File: src/design/arcade_pkg.sv
package arcade_pkg;

  // bus and video widths
  typedef logic [15:0] cpu_addr_t;
  typedef logic [7:0]  cpu_data_t;
  typedef logic [9:0]  scanline_t;
  typedef logic [15:0] scroll_t;    // {high byte, low byte}
  typedef logic [1:0]  pal_bank_t;
  typedef logic [11:0] ram_addr_t;  // offset into 4 KB work RAM

  typedef enum logic [1:0] {
    IRQ_IDLE,
    IRQ_FRAME_PEND,
    IRQ_SOUND_PEND
  } irq_state_t;

  // main CPU memory map
  localparam cpu_addr_t RAM_BASE        = 16'he000;
  localparam cpu_addr_t RAM_LIMIT       = 16'hf000;  // first address past RAM
  localparam cpu_addr_t SYS_PORT_ADDR   = 16'hc000;
  localparam cpu_addr_t P1_PORT_ADDR    = 16'hc001;
  localparam cpu_addr_t P2_PORT_ADDR    = 16'hc002;
  localparam cpu_addr_t DSWA_ADDR       = 16'hc003;
  localparam cpu_addr_t DSWB_ADDR       = 16'hc004;
  localparam cpu_addr_t SOUNDLATCH_ADDR = 16'hc800;  // base of register block
  localparam cpu_addr_t SCROLL_LO_ADDR  = 16'hc802;
  localparam cpu_addr_t SCROLL_HI_ADDR  = 16'hc803;
  localparam cpu_addr_t SPARE_REG_ADDR  = 16'hc804;
  localparam cpu_addr_t PAL_BANK_ADDR   = 16'hc805;

  // scanline interrupts, request window is LINE up to END
  localparam scanline_t FRAME_IRQ_LINE = 10'd479;
  localparam scanline_t FRAME_IRQ_END  = 10'd481;
  localparam scanline_t SOUND_IRQ_LINE = 10'd240;
  localparam scanline_t SOUND_IRQ_END  = 10'd242;

  // mode 0 vectors, rst 10h and rst 08h
  localparam cpu_data_t FRAME_IRQ_VECTOR = 8'hd7;
  localparam cpu_data_t SOUND_IRQ_VECTOR = 8'hcf;

endpackage

File: src/design/control_regs.sv
`timescale 1ns/100ps

module control_regs (
  input  logic                  cpu_clk,
  input  logic                  rst_b,
  input  logic                  reg_write,
  input  logic [2:0]            reg_sel,
  input  arcade_pkg::cpu_data_t cpu_data_in,
  output arcade_pkg::cpu_data_t reg_rdata,
  output arcade_pkg::cpu_data_t soundlatch,
  output arcade_pkg::scroll_t   scroll_data,
  output arcade_pkg::pal_bank_t palette_bank
);

  import arcade_pkg::*;

  cpu_data_t latch_q;      // c800, command byte for the sound CPU
  cpu_data_t scroll_lo_q;  // c802
  cpu_data_t scroll_hi_q;  // c803
  cpu_data_t spare_q;      // c804, no known use on the board
  cpu_data_t pal_q;        // c805, only low two bits reach video

  // offsets within c800-c805 come from the low address bits
  always_ff @(posedge cpu_clk or negedge rst_b) begin
    if (!rst_b) begin
      latch_q     <= '0;
      scroll_lo_q <= '0;
      scroll_hi_q <= '0;
      spare_q     <= '0;
      pal_q       <= '0;
    end else if (reg_write) begin
      case (reg_sel)
        SOUNDLATCH_ADDR[2:0]: latch_q     <= cpu_data_in;
        SCROLL_LO_ADDR[2:0]:  scroll_lo_q <= cpu_data_in;
        SCROLL_HI_ADDR[2:0]:  scroll_hi_q <= cpu_data_in;
        SPARE_REG_ADDR[2:0]:  spare_q     <= cpu_data_in;
        PAL_BANK_ADDR[2:0]:   pal_q       <= cpu_data_in;
        default: ;  // c801 has no register
      endcase
    end
  end

  // read-back, memory_map adds the pipeline stage
  always_comb begin
    case (reg_sel)
      SOUNDLATCH_ADDR[2:0]: reg_rdata = latch_q;
      SCROLL_LO_ADDR[2:0]:  reg_rdata = scroll_lo_q;
      SCROLL_HI_ADDR[2:0]:  reg_rdata = scroll_hi_q;
      SPARE_REG_ADDR[2:0]:  reg_rdata = spare_q;
      PAL_BANK_ADDR[2:0]:   reg_rdata = pal_q;
      default:              reg_rdata = '0;
    endcase
  end

  assign soundlatch   = latch_q;
  assign scroll_data  = {scroll_hi_q, scroll_lo_q};
  assign palette_bank = pal_q[1:0];

  // decoder must not strobe past the last register
  a_reg_sel_range: assert property (
    @(posedge cpu_clk) disable iff (!rst_b)
    reg_write |-> (reg_sel <= PAL_BANK_ADDR[2:0])
  );

endmodule

File: config.mk
export PLATFORM = sky130hd
export DESIGN_NAME = control_regs
export DESIGN_NICKNAME = d
export VERILOG_FILES = /design/src/design/arcade_pkg.sv /design/src/design/control_regs.sv
export SDC_FILE = /design/constraint.sdc
export NUM_CORES = 1
export LEC_CHECK = 0
export ABC_CLOCK_PERIOD_IN_PS = 5600
export BUFFER_PORTS_ARGS = -buffer_cell sky130_fd_sc_hd__clkbuf_2
export CORE_ASPECT_RATIO = 1.5
export CORE_MARGIN = 2
export CORE_UTILIZATION = 38
export DETAILED_ROUTE_END_ITERATION = 8
export GPL_ROUTABILITY_DRIVEN = 1
export SLEW_MARGIN = 40
export SYNTH_ARGS = -nofsm -noshare
export SYNTH_HDL_FRONTEND = slang
export SYNTH_SLANG_ARGS = --single-unit
File: constraint.sdc
create_clock -name cpu_clk -period 5.6 [get_ports cpu_clk]
set_input_delay 1.68 -clock cpu_clk [delete_from_list [all_inputs] [get_ports cpu_clk]]
set_output_delay 1.68 -clock cpu_clk [all_outputs]
set_load 0.1 [all_outputs]
Word level (Yosys, flattened, before mapping). Index checks and enable logic that the tools add are counted.

Bits in registers: 40. Input bits: 14. Output and inout port bits: 34.

Equal/unequal tests: 4. Reduce and logical (&&, ||, !) cells: 6. Multiplexer cells: 1.

Operators with widths (number): $pmux W8 S5 (1); $reduce_and A2 Y1 (5); $eq A3 B2 Y1 const B (2); $eq A3 B3 Y1 const B (2); $logic_not A3 Y1 (1).

Longest topological paths before layout.
Depth in word-level cells: 2. Depth in mapped cells: 5.

Worst setup path before layout. No wires, ideal clock.

Path kind: input-to-output. Start: input port reg_sel[1]. End: output port reg_rdata[0]. Buffers on the path: 1. Path slack: 0.011 ns. Arrival: 3.909 ns. Data required time: 3.920 ns. Stages on the path: 4. Cell sequence: buf_2 -> nor2_1 -> a22oi_1 -> o221ai_1.

Longest elaborated chain between the ends: 2. Elaborated cells on any way between the ends: 6. Classes of those cells: eq/ne: 4; mux: 1; reduce/logical: 1.

RTL lines: start, declared (line control_regs.sv:7) `input logic [2:0] reg_sel,`; $eq A3 B3 Y1 (tied with other cells) (line control_regs.sv:45) `case (reg_sel)`; $pmux W8 S5 * (line control_regs.sv:45); end, declared (line control_regs.sv:9) `output arcade_pkg::cpu_data_t reg_rdata,`.

Mark *: on every way between the ends. The rest lies on a longest branch, timed or not.

Worst setup path in the final report.
Start: input port reg_sel[0]. End: output port reg_rdata[2].

Same word-level chain as after synthesis.

==> flow_metrics.tcl <==
set metrics [dict create \
    track_usage 0.1725 \
    synth_area_leaders "dfrtp_1, mux2_2, mux2i_1, o221ai_1, a22oi_1" \
    path_cells "clkbuf_2 -> and2_0 -> a22oi_1 -> o221ai_1 -> clkbuf_2" \
    final_util 0.4710 \
    r2r_end "scroll_hi_q[0]" \
    hold_start "pal_q[2]" \
    ys_seq_area_frac 0.5351 \
    synth_top_cell_area_share 0.5351 \
    antenna_left 0 \
    switching_power_mw 0.5985 \
    min_period_ns 4.957 \
    place_congestion 0.7331 \
    yosysTopAreaCell "dfrtp_1" \
    vias_per_cell 5.153 \
    yosys_warnings 0 \
    setup_viol 0 \
    clk-insertion-delay-late_ns 0.29 \
    timing.hold.ws_ns 0.5094 \
    path_common_cell "clkbuf_2" \
    io_pins 48 \
    rsz0062_at_grt "no" \
    start_kind "input pin" \
    drtIter0Drc 42 \
    grt_start_max_net_pins 41 \
    skew_ns 0 \
    ir_worst_vdd_mv 0.2464 \
    r2r_slack_ns 4.80 \
    die_y_um 89.93 \
    avgSynthCellArea_um2 14.17 \
    p_per_area_mw_per_mm2 514.0 \
    synth_nets 146 \
    die_w_um 61.29 \
    drc_errors 0 \
    overflow 0 \
    clkTransAtPathRegs_ns 0.07 \
    power_frac_clock 0.170 \
    cp.arrival_ns 3.28 \
    synth.cell_area_mm2 0.001871 \
    antenna_found_initial 0 \
    ys_ff_latch 40 \
    setup_tns_ns 0 \
    core_mm2 0.004771 \
    nets 195 \
    crit_type "in2out" \
    clockRootBuffer "clkbuf_8" \
    clock.fmax_ghz 0.2017 \
    hold_class "reg2reg" \
    relSlewSlack 0.5808 \
    switching_share 0.5181 \
    first_pass_iters 4 \
    cts_max_path_buffers 2 \
    cts_buffers 5 \
    power_leakage_nw 1.025 \
    wl_per_cell_um 17.46 \
    cts_setup_buffers 0 \
    cts_tree "yes" \
    hold_end "pal_q[2]" \
    cp_slowest_stage_delay_ns 0.51 \
    cts_sinks 40 \
    grt_pass1_vias 1354 \
    seq_power_share 0.344 \
    wirelength_mm 4.330 \
    whs_path_depth 1 \
    synthCells 132 \
    drv_cap 0 \
    endpoint_kind "output port" \
    port_buffers 47 \
    postCtsResizedCells 0 \
    yosysUniqueCellTypes 21 \
    drive_gt1_frac 0.5604 \
    worstReg2RegStart "scroll_hi_q[0]" \
    area_growth_pct 20.13 \
    combPwrFrac 0.486 \
    drv_slew 0 \
    slowest_stage "and2_0" \
    htree_levels 2 \
    hold_buffers 0 \
    start_util 0.3921 \
    rows 31 \
    crit_fanout 8 \
    dp_hpwl_mm 3.024 \
    hold_viol 0 \
    die_area_mm2 0.005511 \
    ff2ff_path_depth 1 \
    worst_pin_slew_ns 0.6255 \
    grt_pass1_wl_mm 6.893 \
    finalCritPeriodShare 0.8853 \
    crit_required_ns 3.92 \
    internal_power_mw 0.5567 \
    via_count 1278 \
    status "finished clean" \
    antenna_cells 0 \
]
-- final cells by class --
cell class | instances | area [um^2]
clock buffer | 8 | 90.09
fill | 456 | 2524
multi-input combinational | 83 | 805.8
sequential | 40 | 1001
tap | 66 | 82.58
timing repair buffer | 51 | 267.8
-- Yosys cell counts --
cell type / number
dfrtp_1: 40
mux2_2: 41
and2_0: 1
nand3b_1: 2
nand2_1: 7
buf_6: 2
buf_2: 3
mux2i_1: 8
nor2_1: 1
nor3b_4: 1
o211ai_1: 1
clkbuf_1: 1
nor2_4: 1
nand4b_1: 2
buf_4: 3
o221ai_1: 7
nor3b_1: 1
nand2b_1: 1
nand2b_4: 1
a22oi_1: 7
nor3_4: 1
-- cells by family (layout without fill, tap and decap cells) --
| kind of cell | count (synthesis) | in the layout | synth area share |
|---|---|---|---|
| compound gates | 15 | 15 | 0.06488 |
| buf+inv | 9 | 59 | 0.03411 |
| flops | 40 | 40 | 0.5351 |
| mux | 49 | 49 | 0.2896 |
| simple gates | 19 | 19 | 0.07626 |
-- stage by stage --
stage	instance area [um^2]	setup slack [ns]	instances	power [mW]
floorplan	1871	0.01116	132	0.8755
global placement	2155	0.6466	240	0.9567
detailed placement	2157	0.6685	240	0.9669
CTS	2247	0.6503	248	1.165
global route	2247	0.5736	248	1.200
finish	2247	0.6426	248	1.155
-- worst max-delay path, delay by kind of cell --
kind                   cells  cell delay, ns
AOI/OAI and AO/OA          2            0.40
buffers and inverters      2            0.68
and+or+nand+nor            1            0.51
-- registers in the layout, summed over array words and instances, names as in the netlist --
signal       count
soundlatch       8
scroll_lo_q      8
scroll_hi_q      8
pal_q            8
spare_q          8
-- power by group through the flow --
stage | clock network, mW | logic, mW | registers, mW
final | 0.197 | 0.561 | 0.397
after global routing | 0.216 | 0.578 | 0.406
after CTS | 0.203 | 0.564 | 0.397
after detailed placement | 0 | 0.564 | 0.403
after global placement | 0 | 0.559 | 0.398
after floorplan | 0 | 0.201 | 0.674
-- how the worst max path moves through the flow --
stage               start            to
6_report       reg_sel[0]  reg_rdata[2]
3_3_place_gp   reg_sel[1]  reg_rdata[2]
5_1_grt        reg_sel[1]  reg_rdata[2]
4_1_cts        reg_sel[1]  reg_rdata[2]
2_1_floorplan  reg_sel[1]  reg_rdata[0]
3_5_place_dp   reg_sel[1]  reg_rdata[2]
-- routing by layer --
| metal | routed length (um) | share of wire | vias to the layer above | track usage |
|---|---|---|---|---|
| met5 | 0 | 0 | - | 0 |
| met2 | 2204 | 0.51 | 33 | 0.2668 |
| met3 | 163 | 0.038 | 8 | 0.03165 |
| met4 | 87 | 0.020 | 0 | 0.07065 |
| met1 | 1874 | 0.43 | 650 | 0.2325 |
| li1 | - | - | 587 | - |
-- placed cells by master (no fill, tap or decap), types with 2 or more instances in the layout --
master	instances
nand2_1	7
nand3b_1	2
a22oi_1	7
buf_4	4
clkbuf_8	6
o221ai_1	7
mux2i_1	8
clkbuf_2	46
dfrtp_1	40
nand4b_1	2
mux2_2	41
clkbuf_1	2
(Power assumes the default switching activity.)
