File: src/design/arcade_pkg.sv
package arcade_pkg;

  // bus and video widths
  typedef logic [15:0] cpu_addr_t;
  typedef logic [7:0]  cpu_data_t;
  typedef logic [9:0]  scanline_t;
  typedef logic [15:0] scroll_t;    // {high byte, low byte}
  typedef logic [1:0]  pal_bank_t;
  typedef logic [11:0] ram_addr_t;  // offset into 4 KB work RAM

  typedef enum logic [1:0] {
    IRQ_IDLE,
    IRQ_FRAME_PEND,
    IRQ_SOUND_PEND
  } irq_state_t;

  // main CPU memory map
  localparam cpu_addr_t RAM_BASE        = 16'he000;
  localparam cpu_addr_t RAM_LIMIT       = 16'hf000;  // first address past RAM
  localparam cpu_addr_t SYS_PORT_ADDR   = 16'hc000;
  localparam cpu_addr_t P1_PORT_ADDR    = 16'hc001;
  localparam cpu_addr_t P2_PORT_ADDR    = 16'hc002;
  localparam cpu_addr_t DSWA_ADDR       = 16'hc003;
  localparam cpu_addr_t DSWB_ADDR       = 16'hc004;
  localparam cpu_addr_t SOUNDLATCH_ADDR = 16'hc800;  // base of register block
  localparam cpu_addr_t SCROLL_LO_ADDR  = 16'hc802;
  localparam cpu_addr_t SCROLL_HI_ADDR  = 16'hc803;
  localparam cpu_addr_t SPARE_REG_ADDR  = 16'hc804;
  localparam cpu_addr_t PAL_BANK_ADDR   = 16'hc805;

  // scanline interrupts, request window is LINE up to END
  localparam scanline_t FRAME_IRQ_LINE = 10'd479;
  localparam scanline_t FRAME_IRQ_END  = 10'd481;
  localparam scanline_t SOUND_IRQ_LINE = 10'd240;
  localparam scanline_t SOUND_IRQ_END  = 10'd242;

  // mode 0 vectors, rst 10h and rst 08h
  localparam cpu_data_t FRAME_IRQ_VECTOR = 8'hd7;
  localparam cpu_data_t SOUND_IRQ_VECTOR = 8'hcf;

endpackage

File: src/design/irq_controller.sv
`timescale 1ns/100ps

module irq_controller (
  input  logic                  cpu_clk,
  input  logic                  rst_b,
  input  arcade_pkg::scanline_t scanline,
  input  logic                  m1_n,
  input  logic                  iorq_n,
  output logic                  int_n,
  output logic                  irq_ack,
  output arcade_pkg::cpu_data_t irq_vector
);

  import arcade_pkg::*;

  scanline_t  line_meta;
  scanline_t  line_sync;
  irq_state_t state;
  irq_state_t state_next;
  logic       frame_done;  // frame irq taken in this window
  logic       sound_done;
  logic       ack_cycle;

  // scanline comes from the video clock, two flop synchronizer
  always_ff @(posedge cpu_clk or negedge rst_b) begin
    if (!rst_b) begin
      line_meta <= '0;
      line_sync <= '0;
    end else begin
      line_meta <= scanline;
      line_sync <= line_meta;
    end
  end

  assign ack_cycle  = ~m1_n & ~iorq_n;  // z80 int acknowledge
  assign irq_ack    = ack_cycle & (state != IRQ_IDLE);
  assign irq_vector = (state == IRQ_FRAME_PEND) ? FRAME_IRQ_VECTOR : SOUND_IRQ_VECTOR;

  always_comb begin
    state_next = state;
    case (state)
      IRQ_IDLE: begin
        if (line_sync == FRAME_IRQ_LINE && !frame_done) begin
          state_next = IRQ_FRAME_PEND;
        end else if (line_sync == SOUND_IRQ_LINE && !sound_done) begin
          state_next = IRQ_SOUND_PEND;
        end
      end
      IRQ_FRAME_PEND: begin
        if (ack_cycle || line_sync == FRAME_IRQ_END) begin
          state_next = IRQ_IDLE;  // taken, or window closed
        end
      end
      IRQ_SOUND_PEND: begin
        if (ack_cycle || line_sync == SOUND_IRQ_END) begin
          state_next = IRQ_IDLE;
        end
      end
      default: state_next = IRQ_IDLE;
    endcase
  end

  always_ff @(posedge cpu_clk or negedge rst_b) begin
    if (!rst_b) begin
      state <= IRQ_IDLE;
    end else begin
      state <= state_next;
    end
  end

  // done flags stop a second request while the line is still held
  always_ff @(posedge cpu_clk or negedge rst_b) begin
    if (!rst_b) begin
      frame_done <= 1'b0;
      sound_done <= 1'b0;
    end else begin
      if (line_sync == FRAME_IRQ_END) begin
        frame_done <= 1'b0;
      end else if (irq_ack && state == IRQ_FRAME_PEND) begin
        frame_done <= 1'b1;
      end
      if (line_sync == SOUND_IRQ_END) begin
        sound_done <= 1'b0;
      end else if (irq_ack && state == IRQ_SOUND_PEND) begin
        sound_done <= 1'b1;
      end
    end
  end

  always_ff @(posedge cpu_clk or negedge rst_b) begin
    if (!rst_b) begin
      int_n <= 1'b1;
    end else begin
      int_n <= (state == IRQ_IDLE);
    end
  end

  // a taken frame request stays quiet while the line is held
  a_no_refire_while_held: assert property (
    @(posedge cpu_clk) disable iff (!rst_b)
    frame_done && line_sync == FRAME_IRQ_LINE |=> int_n
  );

endmodule

File: config.mk
export PLATFORM = sky130hd
export DESIGN_NAME = irq_controller
export DESIGN_NICKNAME = d
export VERILOG_FILES = /design/src/design/arcade_pkg.sv /design/src/design/irq_controller.sv
export SDC_FILE = /design/constraint.sdc
export NUM_CORES = 1
export LEC_CHECK = 0
export BUFFER_PORTS_ARGS = -buffer_cell sky130_fd_sc_hd__buf_2
export CAP_MARGIN = 30
export CORE_MARGIN = 2
export CORE_UTILIZATION = 45
export DETAILED_ROUTE_END_ITERATION = 8
export PLACE_DENSITY = 0.68
export SLEW_MARGIN = 20
export SYNTH_ARGS = -nofsm -noshare
export SYNTH_HDL_FRONTEND = slang
export SYNTH_SLANG_ARGS = --single-unit
File: constraint.sdc
create_clock -name cpu_clk -period 2.61 [get_ports cpu_clk]
set_input_delay 0.3915 -clock cpu_clk [delete_from_list [all_inputs] [get_ports cpu_clk]]
set_output_delay 0.3915 -clock cpu_clk [all_outputs]
set_load 0.05 [all_outputs]
== Word level (Yosys, flattened, before mapping) ==
Cells that the tools add are included.

* Register bits after elaboration: 25
* Word-level logic and storage cells: 42
* Input bits: 14
* Output and inout port bits: 10

* Equal/unequal tests: 9
* Bitwise logic cells: 4
* Reductions and logical operators: 13
* Multiplexer cells: 10

{| class="wikitable"
|+ Operators with widths
! operator !! number
|-
| 10-bit by 8-bit equality test with 1-bit output (second input constant) || 2
|-
| 10-bit by 9-bit equality test with 1-bit output (second input constant) || 2
|-
| 2-bit 2-to-1 mux || 4
|-
| 2-bit case mux with 3 select lines || 1
|-
| 2-bit nonzero test || 3
|-
| 5-bit 2-to-1 mux || 1
|-
| 1-bit logical AND || 4
|-
| 1-bit 2-to-1 mux || 4
|-
| 2-bit inequality test (second input constant) || 2
|-
| 3-bit inequality test (second input constant) || 1
|-
| 3-bit AND reduction || 1
|-
| 1-bit AND || 2
|-
| 2-bit by 1-bit equality test with 1-bit output (second input constant) || 1
|-
| 2-bit equality test (second input constant) || 1
|-
| 1-bit logical NOT || 2
|-
| 2-bit logical NOT || 1
|-
| 1-bit logical OR || 2
|-
| 1-bit NOT || 2
|}

== Logic depth before layout (Yosys ltp) ==
* Depth in word-level cells: 6
* Mapped depth: 3
* Depth with buffers taken out: 3

== Worst setup path after synthesis ==
OpenSTA, ideal clock, no wires.

* Path type: reg2out
* From: register state[1]
* To: output irq_vector[3]
* Data required time: 2,219 ps
* Arrival: 1,649 ps
* Path slack: 569 ps
* Cell stages (with the launch flop): 3
* Path buffers: 0
* Cell sequence: dfrtp_1 nor2b_1 inv_1

* Longest elaborated chain between the ends: 2

{| class="wikitable"
|+ Ends and longest elaborated chain
! item !! line !! source
|-
| from (decl) || irq_controller.sv:18 || <nowiki>irq_state_t state;</nowiki>
|-
| from (signal assigned) || irq_controller.sv:67 || <nowiki>state <= state_next;</nowiki>
|-
| 2-bit by 1-bit equality test with 1-bit output || irq_controller.sv:37 || <nowiki>assign irq_vector = (state == IRQ_FRAME_PEND) ? FRAME_IRQ_VECTOR : SOUND_IRQ_VECTOR;</nowiki>
|-
| 5-bit 2-to-1 mux || irq_controller.sv:37 ||
|-
| to (decl) || irq_controller.sv:11 || <nowiki>output arcade_pkg::cpu_data_t irq_vector</nowiki>
|}

Every way passes these cells.

== Worst setup path in the final report ==
* From: register state[0]
* To: output irq_vector[4]

The elaborated chain is that of the path after synthesis.

==> results.md <==
- Util after Layout: 55.6%
- Vias in the first global route: 430
- Worst-Skew Late Latency: 0.31 ns
- DR pass1 iterations: 4
- Yosys warnings: 0
- Sink Count: 25
- Commonest non-fill, non-tap cell in the layout: dfrtp_1
- DR vias: 473
- Crit Path Max Fanout: 4
- CTS clk-pin slew, worst paths: 0.13 ns
- Slew Viols, Final: 0
- Post-route design area: 970 um2
- Root Driver: clkbuf_4
- Drt wl/cell: 10.1 um
- Slew HR: 65.2%
- Tmin final: 1.64 ns
- Hold-fix buffers, CTS: 0
- Max-cap check violation count: 0
- CP arrival: 1.24 ns
- Die H: 47.5 um
- CTS tree: done
- Startpoint types: register
- RSZ-0062 raised after global routing: false
- Area after DPL: 938 um2
- IO Port Bufs: 17
- Slew @ Worst Pin: 0.522 ns
- Pwr Density: 650 mW/mm2
- Final net count: 96
- Max VDD drop: 429 uV
- Setup TNS: 0 ns
- DP Wirelength: 808 um
- Status: complete, no violations
- CTS resizes: 0
- Syn Inst Count: 62
- Post-Syn Area: 852 um2
- Synthesized area per cell: 13.7 um2
- Final Hold Vio Count: 0
- Worst Skew: 0.00169 ns
- Critical Path End Type: output port
- FF+latch count, synth: 25
- Netlist cell types: 21
- Crit path required time: 2.22 ns
- Starting Density: 48.8%
- Via density: 4.46
- Die Footprint: 0.00226 mm2
- Total CTS buffers: 3
- First-pass GRT wire length: 1.75 mm
- Global Route Usage Sum: 12.3%
- Htree depth: 1
- Setup CP Type: reg -> out
- Initial antenna violation count: 0
- Setup bufs post-CTS: 0
- Register area share after synthesis: 73.6%
- Fin crit share: 62.7%
- GPL Wtd Cong: 0.760
- CTS max path bufs: 2
- Die Wd: 47.5 um
- Final setup violation count: 0
- Drc violations: 0
- Diode count: 0
- FMAX: 611 MHz
- Row cnt: 15
- Layout cells sized above 1: 30.9%
- First-iteration detailed-routing DRC count: 1
- Routed Antenna Nets: 0
- Detailed Route WL: 1.07 mm
- Congestion Overflow GR: 0
- Most frequent cells in the layout: dfrtp_1, buf_2, conb_1, nor2_1
- Leak: 0.456 nW
- Core area: 0.00175 mm2
- IO Pins: 24
- Synth-to-layout area growth: 13.8%
- Largest net degree at the start of global routing: 26
- FILL cells: 160
- Hold Path Class: in -> async
-- area by class of cell --
type / instances / area [um2] / share of cell area (%)
multi-input combinational: 33 / 188 / 19.4
timing repair buffer: 17 / 85.1 / 8.77
clock buffer: 3 / 22.5 / 2.32
clock inverter: 1 / 8.76 / 0.903
inverter: 2 / 7.51 / 0.774
tap: 25 / 31.3 / 3.23
sequential: 25 / 627 / 64.6
-- layer usage --
metal  GRT usage [%]  up-vias  share of wire, %
li1                -      233                 -
met1            14.1      215                43
met2            19.2       23                46
met3            6.79        2               9.0
met4            5.00        0               1.3
met5               0        -                 0
-- critical path, stage by stage, from the launching register on --
cell     delay [ns]
dfrtp_1        0.40
nor2b_1        0.23
buf_2          0.30
-- cell usage after synthesis --
library cell / count / share of area, %
or3_1: 1 / 0.73
nor2_1: 5 / 2.2
or4_4: 1 / 1.3
inv_1: 2 / 0.88
nor3_1: 1 / 0.59
nor4b_1: 1 / 1.0
a21oi_1: 2 / 1.2
dfrtp_1: 24 / 70
nor4_1: 1 / 0.73
or4_1: 2 / 1.8
nand4_1: 2 / 1.5
nor4bb_1: 1 / 1.2
and2b_2: 1 / 1.0
o22ai_1: 1 / 0.73
nand2_1: 3 / 1.3
buf_4: 6 / 5.3
conb_1: 2 / 0.88
nor2b_1: 2 / 1.5
o21ai_0: 2 / 1.2
dfstp_2: 1 / 3.1
o22ai_2: 1 / 1.5
-- kinds of logic after synthesis --
logic type             Yosys count  share of synthesized area, %
AO/OA/AOI/OAI                    6                          4.55
buffers and inverters            8                          6.17
flip-flops                      25                          73.6
other                            2                         0.881
AND/OR/NAND/NOR                 21                          14.8
-- state kept, by name (all words and copies together) (netlist names) --
name	flops
line_meta	10
line_sync	10
state	2
frame_done	1
int_n	1
sound_done	1
-- final timing paths --
check / from / to / slack, ns / cells past startpoint
setup / recovery: state[0]$_DFFE_PN0P_ / irq_vector[4] / 0.97 / 2
hold / removal: rst_b / state[0]$_DFFE_PN0P_ / 0.03 / 1
setup reg to reg: line_sync[9]$_DFF_PN0_ / state[1]$_DFFE_PN0P_ / 1.03 / 3
hold reg to reg: line_meta[1]$_DFF_PN0_ / line_sync[1]$_DFF_PN0_ / 0.36 / 0
max in group asynchronous: rst_b / int_n$_DFF_PN1_ / 2.22 / 1
min in group cpu_clk: scanline[9] / line_meta[9]$_DFF_PN0_ / 0.17 / 1
-- per-stage QoR --
stage | hold WS (ns) | instances | power (mW) | setup WS [ns]
after floorplan | 0.0959 | 66 | 0.453 | 0.569
after global placement | 0.332 | 102 | 0.465 | 1.08
after detailed placement | 0.335 | 102 | 0.467 | 1.05
after CTS | 0.0365 | 106 | 0.640 | 0.956
after global routing | 0.0419 | 106 | 0.663 | 0.883
final | 0.0332 | 106 | 0.630 | 0.974
-- power by group --
| part | total (mW) | internal [mW] | switching [mW] |
|---|---|---|---|
| Sequential | 0.413 | 0.405 | 0.00801 |
| Combinational | 0.0456 | 0.0115 | 0.0341 |
| Clock | 0.172 | 0.0622 | 0.109 |
No activity file was read; power rests on OpenSTA's default activity.
