**config.mk**
```make
export PLATFORM = sky130hd
export DESIGN_NAME = memory_map
export DESIGN_NICKNAME = d
export VERILOG_FILES = /design/src/design/arcade_pkg.sv /design/src/design/memory_map.sv
export SDC_FILE = /design/constraint.sdc
export NUM_CORES = 1
export LEC_CHECK = 0
export ABC_CLOCK_PERIOD_IN_PS = 3000
export BUFFER_PORTS_ARGS = -buffer_cell sky130_fd_sc_hd__buf_4
export CORE_MARGIN = 2
export CORE_UTILIZATION = 42
export CTS_CLUSTER_DIAMETER = 50
export DETAILED_ROUTE_END_ITERATION = 8
export PLACE_DENSITY = 0.79
export SLEW_MARGIN = 10
export SYNTH_ARGS = -nofsm -noshare
export SYNTH_HDL_FRONTEND = slang
export SYNTH_SLANG_ARGS = --single-unit
```
**constraint.sdc**
```tcl
create_clock -name cpu_clk -period 3 [get_ports cpu_clk]
set_clock_uncertainty 0.15 [all_clocks]
set_input_delay 0.9 -clock cpu_clk [delete_from_list [all_inputs] [get_ports cpu_clk]]
set_output_delay 0.9 -clock cpu_clk [all_outputs]
set_load 0.02 [all_outputs]
```
**src/design/arcade_pkg.sv**
```systemverilog
package arcade_pkg;

  // bus and video widths
  typedef logic [15:0] cpu_addr_t;
  typedef logic [7:0]  cpu_data_t;
  typedef logic [9:0]  scanline_t;
  typedef logic [15:0] scroll_t;    // {high byte, low byte}
  typedef logic [1:0]  pal_bank_t;
  typedef logic [11:0] ram_addr_t;  // offset into 4 KB work RAM

  typedef enum logic [1:0] {
    IRQ_IDLE,
    IRQ_FRAME_PEND,
    IRQ_SOUND_PEND
  } irq_state_t;

  // main CPU memory map
  localparam cpu_addr_t RAM_BASE        = 16'he000;
  localparam cpu_addr_t RAM_LIMIT       = 16'hf000;  // first address past RAM
  localparam cpu_addr_t SYS_PORT_ADDR   = 16'hc000;
  localparam cpu_addr_t P1_PORT_ADDR    = 16'hc001;
  localparam cpu_addr_t P2_PORT_ADDR    = 16'hc002;
  localparam cpu_addr_t DSWA_ADDR       = 16'hc003;
  localparam cpu_addr_t DSWB_ADDR       = 16'hc004;
  localparam cpu_addr_t SOUNDLATCH_ADDR = 16'hc800;  // base of register block
  localparam cpu_addr_t SCROLL_LO_ADDR  = 16'hc802;
  localparam cpu_addr_t SCROLL_HI_ADDR  = 16'hc803;
  localparam cpu_addr_t SPARE_REG_ADDR  = 16'hc804;
  localparam cpu_addr_t PAL_BANK_ADDR   = 16'hc805;

  // scanline interrupts, request window is LINE up to END
  localparam scanline_t FRAME_IRQ_LINE = 10'd479;
  localparam scanline_t FRAME_IRQ_END  = 10'd481;
  localparam scanline_t SOUND_IRQ_LINE = 10'd240;
  localparam scanline_t SOUND_IRQ_END  = 10'd242;

  // mode 0 vectors, rst 10h and rst 08h
  localparam cpu_data_t FRAME_IRQ_VECTOR = 8'hd7;
  localparam cpu_data_t SOUND_IRQ_VECTOR = 8'hcf;

endpackage

```
**src/design/memory_map.sv**
```systemverilog
`timescale 1ns/100ps

module memory_map (
  input  logic                  cpu_clk,
  input  logic                  rst_b,
  input  arcade_pkg::cpu_addr_t cpu_address,
  input  logic                  cpu_write,
  input  logic                  up,
  input  logic                  down,
  input  logic                  left,
  input  logic                  right,
  input  logic                  fire,
  input  logic                  special,
  input  logic                  p1_start,
  input  logic                  p2_start,
  input  logic                  coin,
  input  arcade_pkg::cpu_data_t dip,
  input  arcade_pkg::cpu_data_t ram_rdata,
  input  arcade_pkg::cpu_data_t reg_rdata,
  input  logic                  irq_ack,
  input  arcade_pkg::cpu_data_t irq_vector,
  output logic                  ram_write,
  output arcade_pkg::ram_addr_t ram_addr,
  output logic                  reg_write,
  output logic [2:0]            reg_sel,
  output arcade_pkg::cpu_data_t cpu_data_out
);

  import arcade_pkg::*;

  logic      in_ram;
  logic      in_regs;
  cpu_addr_t reg_offset;
  cpu_data_t ctrl_port;   // shared by both player ports
  cpu_data_t local_data;  // ports and registers, ready in the address cycle

  logic      sel_ram_q;
  logic      ack_q;
  cpu_data_t local_q;
  cpu_data_t vec_q;

  assign in_ram  = (cpu_address >= RAM_BASE) && (cpu_address < RAM_LIMIT);
  assign in_regs = (cpu_address >= SOUNDLATCH_ADDR) && (cpu_address <= PAL_BANK_ADDR);

  assign reg_offset = cpu_address - SOUNDLATCH_ADDR;
  assign reg_sel    = reg_offset[2:0];
  assign ram_addr   = cpu_address[11:0];

  assign ram_write = cpu_write & in_ram;
  assign reg_write = cpu_write & in_regs;

  // all inputs active low, unused bits float high
  assign ctrl_port = ~{2'b00, special, fire, up, down, right, left};

  always_comb begin
    case (cpu_address)
      SYS_PORT_ADDR: local_data = ~{coin, 5'b00000, p2_start, p1_start};
      P1_PORT_ADDR:  local_data = ctrl_port;
      P2_PORT_ADDR:  local_data = ctrl_port;
      DSWA_ADDR:     local_data = 8'hff;
      DSWB_ADDR:     local_data = ~{4'b0000, dip[0], 3'b000};  // test mode switch
      default:       local_data = in_regs ? reg_rdata : '0;  // dropped regions read 00
    endcase
  end

  // first stage, lines everything up with the RAM read latency
  always_ff @(posedge cpu_clk or negedge rst_b) begin
    if (!rst_b) begin
      sel_ram_q <= 1'b0;
      ack_q     <= 1'b0;
      local_q   <= '0;
      vec_q     <= '0;
    end else begin
      sel_ram_q <= in_ram;
      ack_q     <= irq_ack;
      local_q   <= local_data;
      vec_q     <= irq_vector;
    end
  end

  // second stage, vector wins during an interrupt acknowledge
  always_ff @(posedge cpu_clk or negedge rst_b) begin
    if (!rst_b) begin
      cpu_data_out <= '0;
    end else if (ack_q) begin
      cpu_data_out <= vec_q;
    end else if (sel_ram_q) begin
      cpu_data_out <= ram_rdata;
    end else begin
      cpu_data_out <= local_q;
    end
  end

  a_one_write_target: assert property (
    @(posedge cpu_clk) disable iff (!rst_b)
    !(ram_write && reg_write)
  );

endmodule

```
After elaboration in Yosys (flattened, before gate mapping)
Index checks and enable logic that the tools add are counted.
- register bits after elaboration: 26
- input port bits: 61
- output and inout bits: 25
- word-level logic and storage cells: 27
- $add $sub $neg: 1
- magnitude comparators: 4
- equality and inequality tests: 5
- muxes and demuxes: 4
- bitwise operators: 5
- reduce and logical (&&, ||, !) cells: 3
- operators by type and width (cell ; count):
    $eq 16x16->1 const B ; 5
    $ge 16x16->1 const B ; 2
    $pmux 8 s4 ; 1
    $mux 8 ; 3
    $le 16x16->1 const B ; 1
    $lt 16x16->1 const B ; 1
    $not 4->8 ; 1
    $not 6->8 ; 1
    $not 8->8 ; 1
    $sub 3x1->3 const B ; 1
    $and 1x1->1 ; 2
    $logic_and 1x1->1 ; 2
    $reduce_or 2->1 ; 1

Longest topological paths before layout
- depth after elaboration: 4
- gate-level depth with buffers: 5

Worst setup path after synthesis
Ideal clock, no wire load.
- kind: input-to-output
- start: in cpu_address[5]
- end: out reg_write
- arrival time: 1.884 ns
- data required time: 1.950 ns
- slack: 0.066 ns
- stages: 4
- path buffers: 0
- cell sequence: nor4_4 nand3_4 nor3_4 and2_1
- longest elaborated chain between the ends: 3
- RTL lines (what ; line ; RTL):
    start: declaration ; memory_map.sv:6 ; input arcade_pkg::cpu_addr_t cpu_address,
    $ge 16x16->1 or $le 16x16->1 (tied branches) ; memory_map.sv:43 ; assign in_regs = (cpu_address >= SOUNDLATCH_ADDR) && (cpu_address <= PAL_BANK_ADDR);
    $logic_and 1x1->1 (*) ; memory_map.sv:43 ;
    $and 1x1->1 (*) ; memory_map.sv:50 ; assign reg_write = cpu_write & in_regs;
    end: declaration ; memory_map.sv:24 ; output logic reg_write,
Every way passes the cells marked *; elsewhere a longest branch is shown, timed or not.

Worst setup path in the final report
- start: in cpu_address[10]
- end: out reg_write
The elaborated chain is that of the path after synthesis.

==> results.cfg <==
[yosys]
synth-xor-area-share = 0.00645
syn_nets = 188
synth_edf_count = 0
synth_simple_gate_area_frac = 0.208
postSynthCellCount = 127
synth_compound_area_frac = 0.129
muxShareOfSynthArea = 0.0755
synth_top_family_by_area = simple AND/OR/NAND/NOR gates
synth_fa_ha_area_frac = 0
avgSynthCellArea_um2 = 10.7
yosysWarnings = 0
synth.distinct_cells = 34
yosysSeqAreaShare = 0.479
synth_async_sr_flop_share = 1.00
yosys_most_used_dff = dfrtp_1
ys_ff_latch = 26
syn_area_um2 = 1360

[die]
design.core.area_um2 = 3080
die_x_um = 60.9
io_pins = 86
die_h_um = 60.9
die-area_um2 = 3710
fp-row-count = 20
initial_core_util = 0.441

[timing]
holdWs_ns = 0.308
fin_crit_sh = 1.00
rsz0062_at_grt = yes
fin_ws_ns = -0.000279
tns_ns = -0.000279
setup_viol = 1
tightest_slew_ns = 0.431
drv_slew = 0
slew_headroom = 0.712
fin_crit_ns = 3.00
timing.final.hold_violations = 0
clock.fmax_mhz = 333

[clock_tree]
clock_path_buffers = 2
cts_tree = yes
ctsHoldBuffers = 0
cts_root_buf = clkbuf_4
clkSinkCount = 26
cts_max_level = 1
cts.clk_slew.worst_paths_ns = 0.13
cts_made_buffers = 3
worstSkewPairLatency_ns = 0.31

[critical_path]
path_class = in -> out
cp-start-kind = input pin
arrival_ns = 1.95
worstPathMaxFanout = 2
cp.required_ns = 1.95
end_kind = primary output

[detailed_routing]
drt-initial-drc-count = 25
drt-vias-per-instance = 4.98
ant_nets = 0
firstDrtPassIters = 4
wirelength_um = 2960
vias = 1194
routedWlPerCell_um = 12.3
drc_errors = 0

[grt]
grt_max_degree = 27
antenna_found_initial = 0
grt_pass1_wl_um = 4710
grt_remaining_overflow = 0
grtUsageTotal = 0.167
grt_pass1_vias = 1165

[hold_path]
worstHoldPathType = in -> async

[placed_design]
dpl.hpwl_um = 2410
pre_cts_ws_ns = 0.0621
finalWeightedCongestion = 0.729
io_buffers = 78

[job]
max_cap_violations = 0

[pwr]
p_per_area_nw_per_um2 = 352
ir_drop_mv = 0.142
p_total_uw = 694
leakagePower_nw = 0.940

[cells_and_area]
nets = 258
area_growth_syn_to_layout_pct = 45.0
drive_gt1_frac = 0.500
num_antenna_cells = 0

[outcome]
violations = negative setup slack
status = finished, violations left
## placed cells by master (no fill, tap or decap), types with 2 or more instances in the layout
| cell type | instances |
|---|---|
| mux2i_1 | 8 |
| nor4_4 | 2 |
| o21ai_0 | 11 |
| and3_1 | 2 |
| nor2_1 | 3 |
| buf_4 | 81 |
| o22ai_1 | 2 |
| nand2b_1 | 2 |
| or3_1 | 3 |
| nand3b_1 | 4 |
| o311ai_1 | 3 |
| buf_6 | 4 |
| dfrtp_1 | 26 |
| a221o_1 | 2 |
| a21oi_1 | 4 |
| nand2_1 | 16 |
| mux2_2 | 2 |
| clkbuf_4 | 3 |
## flip-flops by register name, summed over array words and instances, names as in the netlist
signal        cells
vec_q             8
sel_ram_q         1
ack_q             1
local_q           8
cpu_data_out      8
## report_power, final
group / internal, mW / switching [mW]
registers: 0.363 / 0.00693
logic: 0.0831 / 0.0712
clock network: 0.0742 / 0.0954
total: 0.520 / 0.174
## worst paths after layout
kind	from	endpoint	slack [ns]	cells after the start
setup / recovery	cpu_address[10]	reg_write	-0.0003	6
hold / removal	rst_b	cpu_data_out[0]	0.31	1
setup reg to reg	sel_ram_q	cpu_data_out[1]	1.75	2
hold reg to reg	vec_q[5]	cpu_data_out[5]	0.32	2
max in group asynchronous	rst_b	vec_q[0]	2.15	1
min in group cpu_clk	vec_q[5]	cpu_data_out[5]	0.32	2
## cells by family (layout without fill, tap and decap cells)
family / count (synthesis) / after routing
simple gates: 42 / 42
compound gates: 27 / 27
flops: 26 / 26
buf+inv: 21 / 90
mux: 10 / 10
xor+xnor: 1 / 1
## cell usage after synthesis, drive strengths merged, types with 2 or more instances
cell | n | area share
dfrtp | 26 | 0.48
buf | 18 | 0.094
nand2 | 17 | 0.049
o21ai | 11 | 0.041
mux2i | 8 | 0.059
a21oi | 4 | 0.015
nand3b | 4 | 0.022
nor2 | 3 | 0.0083
o311ai | 3 | 0.019
or3 | 3 | 0.014
a221o | 2 | 0.015
and2 | 2 | 0.0092
and3 | 2 | 0.0092
clkbuf | 2 | 0.0055
mux2 | 2 | 0.017
nand2b | 2 | 0.0092
nand3 | 2 | 0.017
nor4 | 2 | 0.031
o22ai | 2 | 0.0092
## stage by stage
step	cells	area, um2	util
4_1_cts	238	1940	0.630
5_1_grt	240	1970	0.640
2_1_floorplan	127	1360	-
3_3_place_gp	234	1900	0.618
6_report	240	1970	0.640
3_5_place_dp	234	1900	0.618
## layout make-up
cell class | instances | area, um2
fill | 261 | 1110
timing repair buffer | 85 | 653
sequential | 26 | 651
multi-input combinational | 80 | 572
tap | 44 | 55.1
clock buffer | 4 | 36.3
inverter | 1 | 3.75
## worst max-delay path, cell delays in order
cell     delay, ns
buf_4         0.12
nor4_4        0.32
nand3_4       0.12
nor3_4        0.20
and2_4        0.17
buf_6         0.11
## routing by layer
metal,GRT usage,vias to the layer above,routed length [um]
met2,0.310,62,1490
li1,-,577,-
met5,0,-,0
met3,0.0213,3,278
met4,0.0466,0,21
met1,0.201,552,1170
## timing repair
action / in CTS / in global routing
resized for setup: 0 / 5
endpoints found under the setup margin: 0 / 1
endpoints found under the hold margin: 0 / 0
buffers inserted: 0 / 2
(Power assumes the default switching activity.)
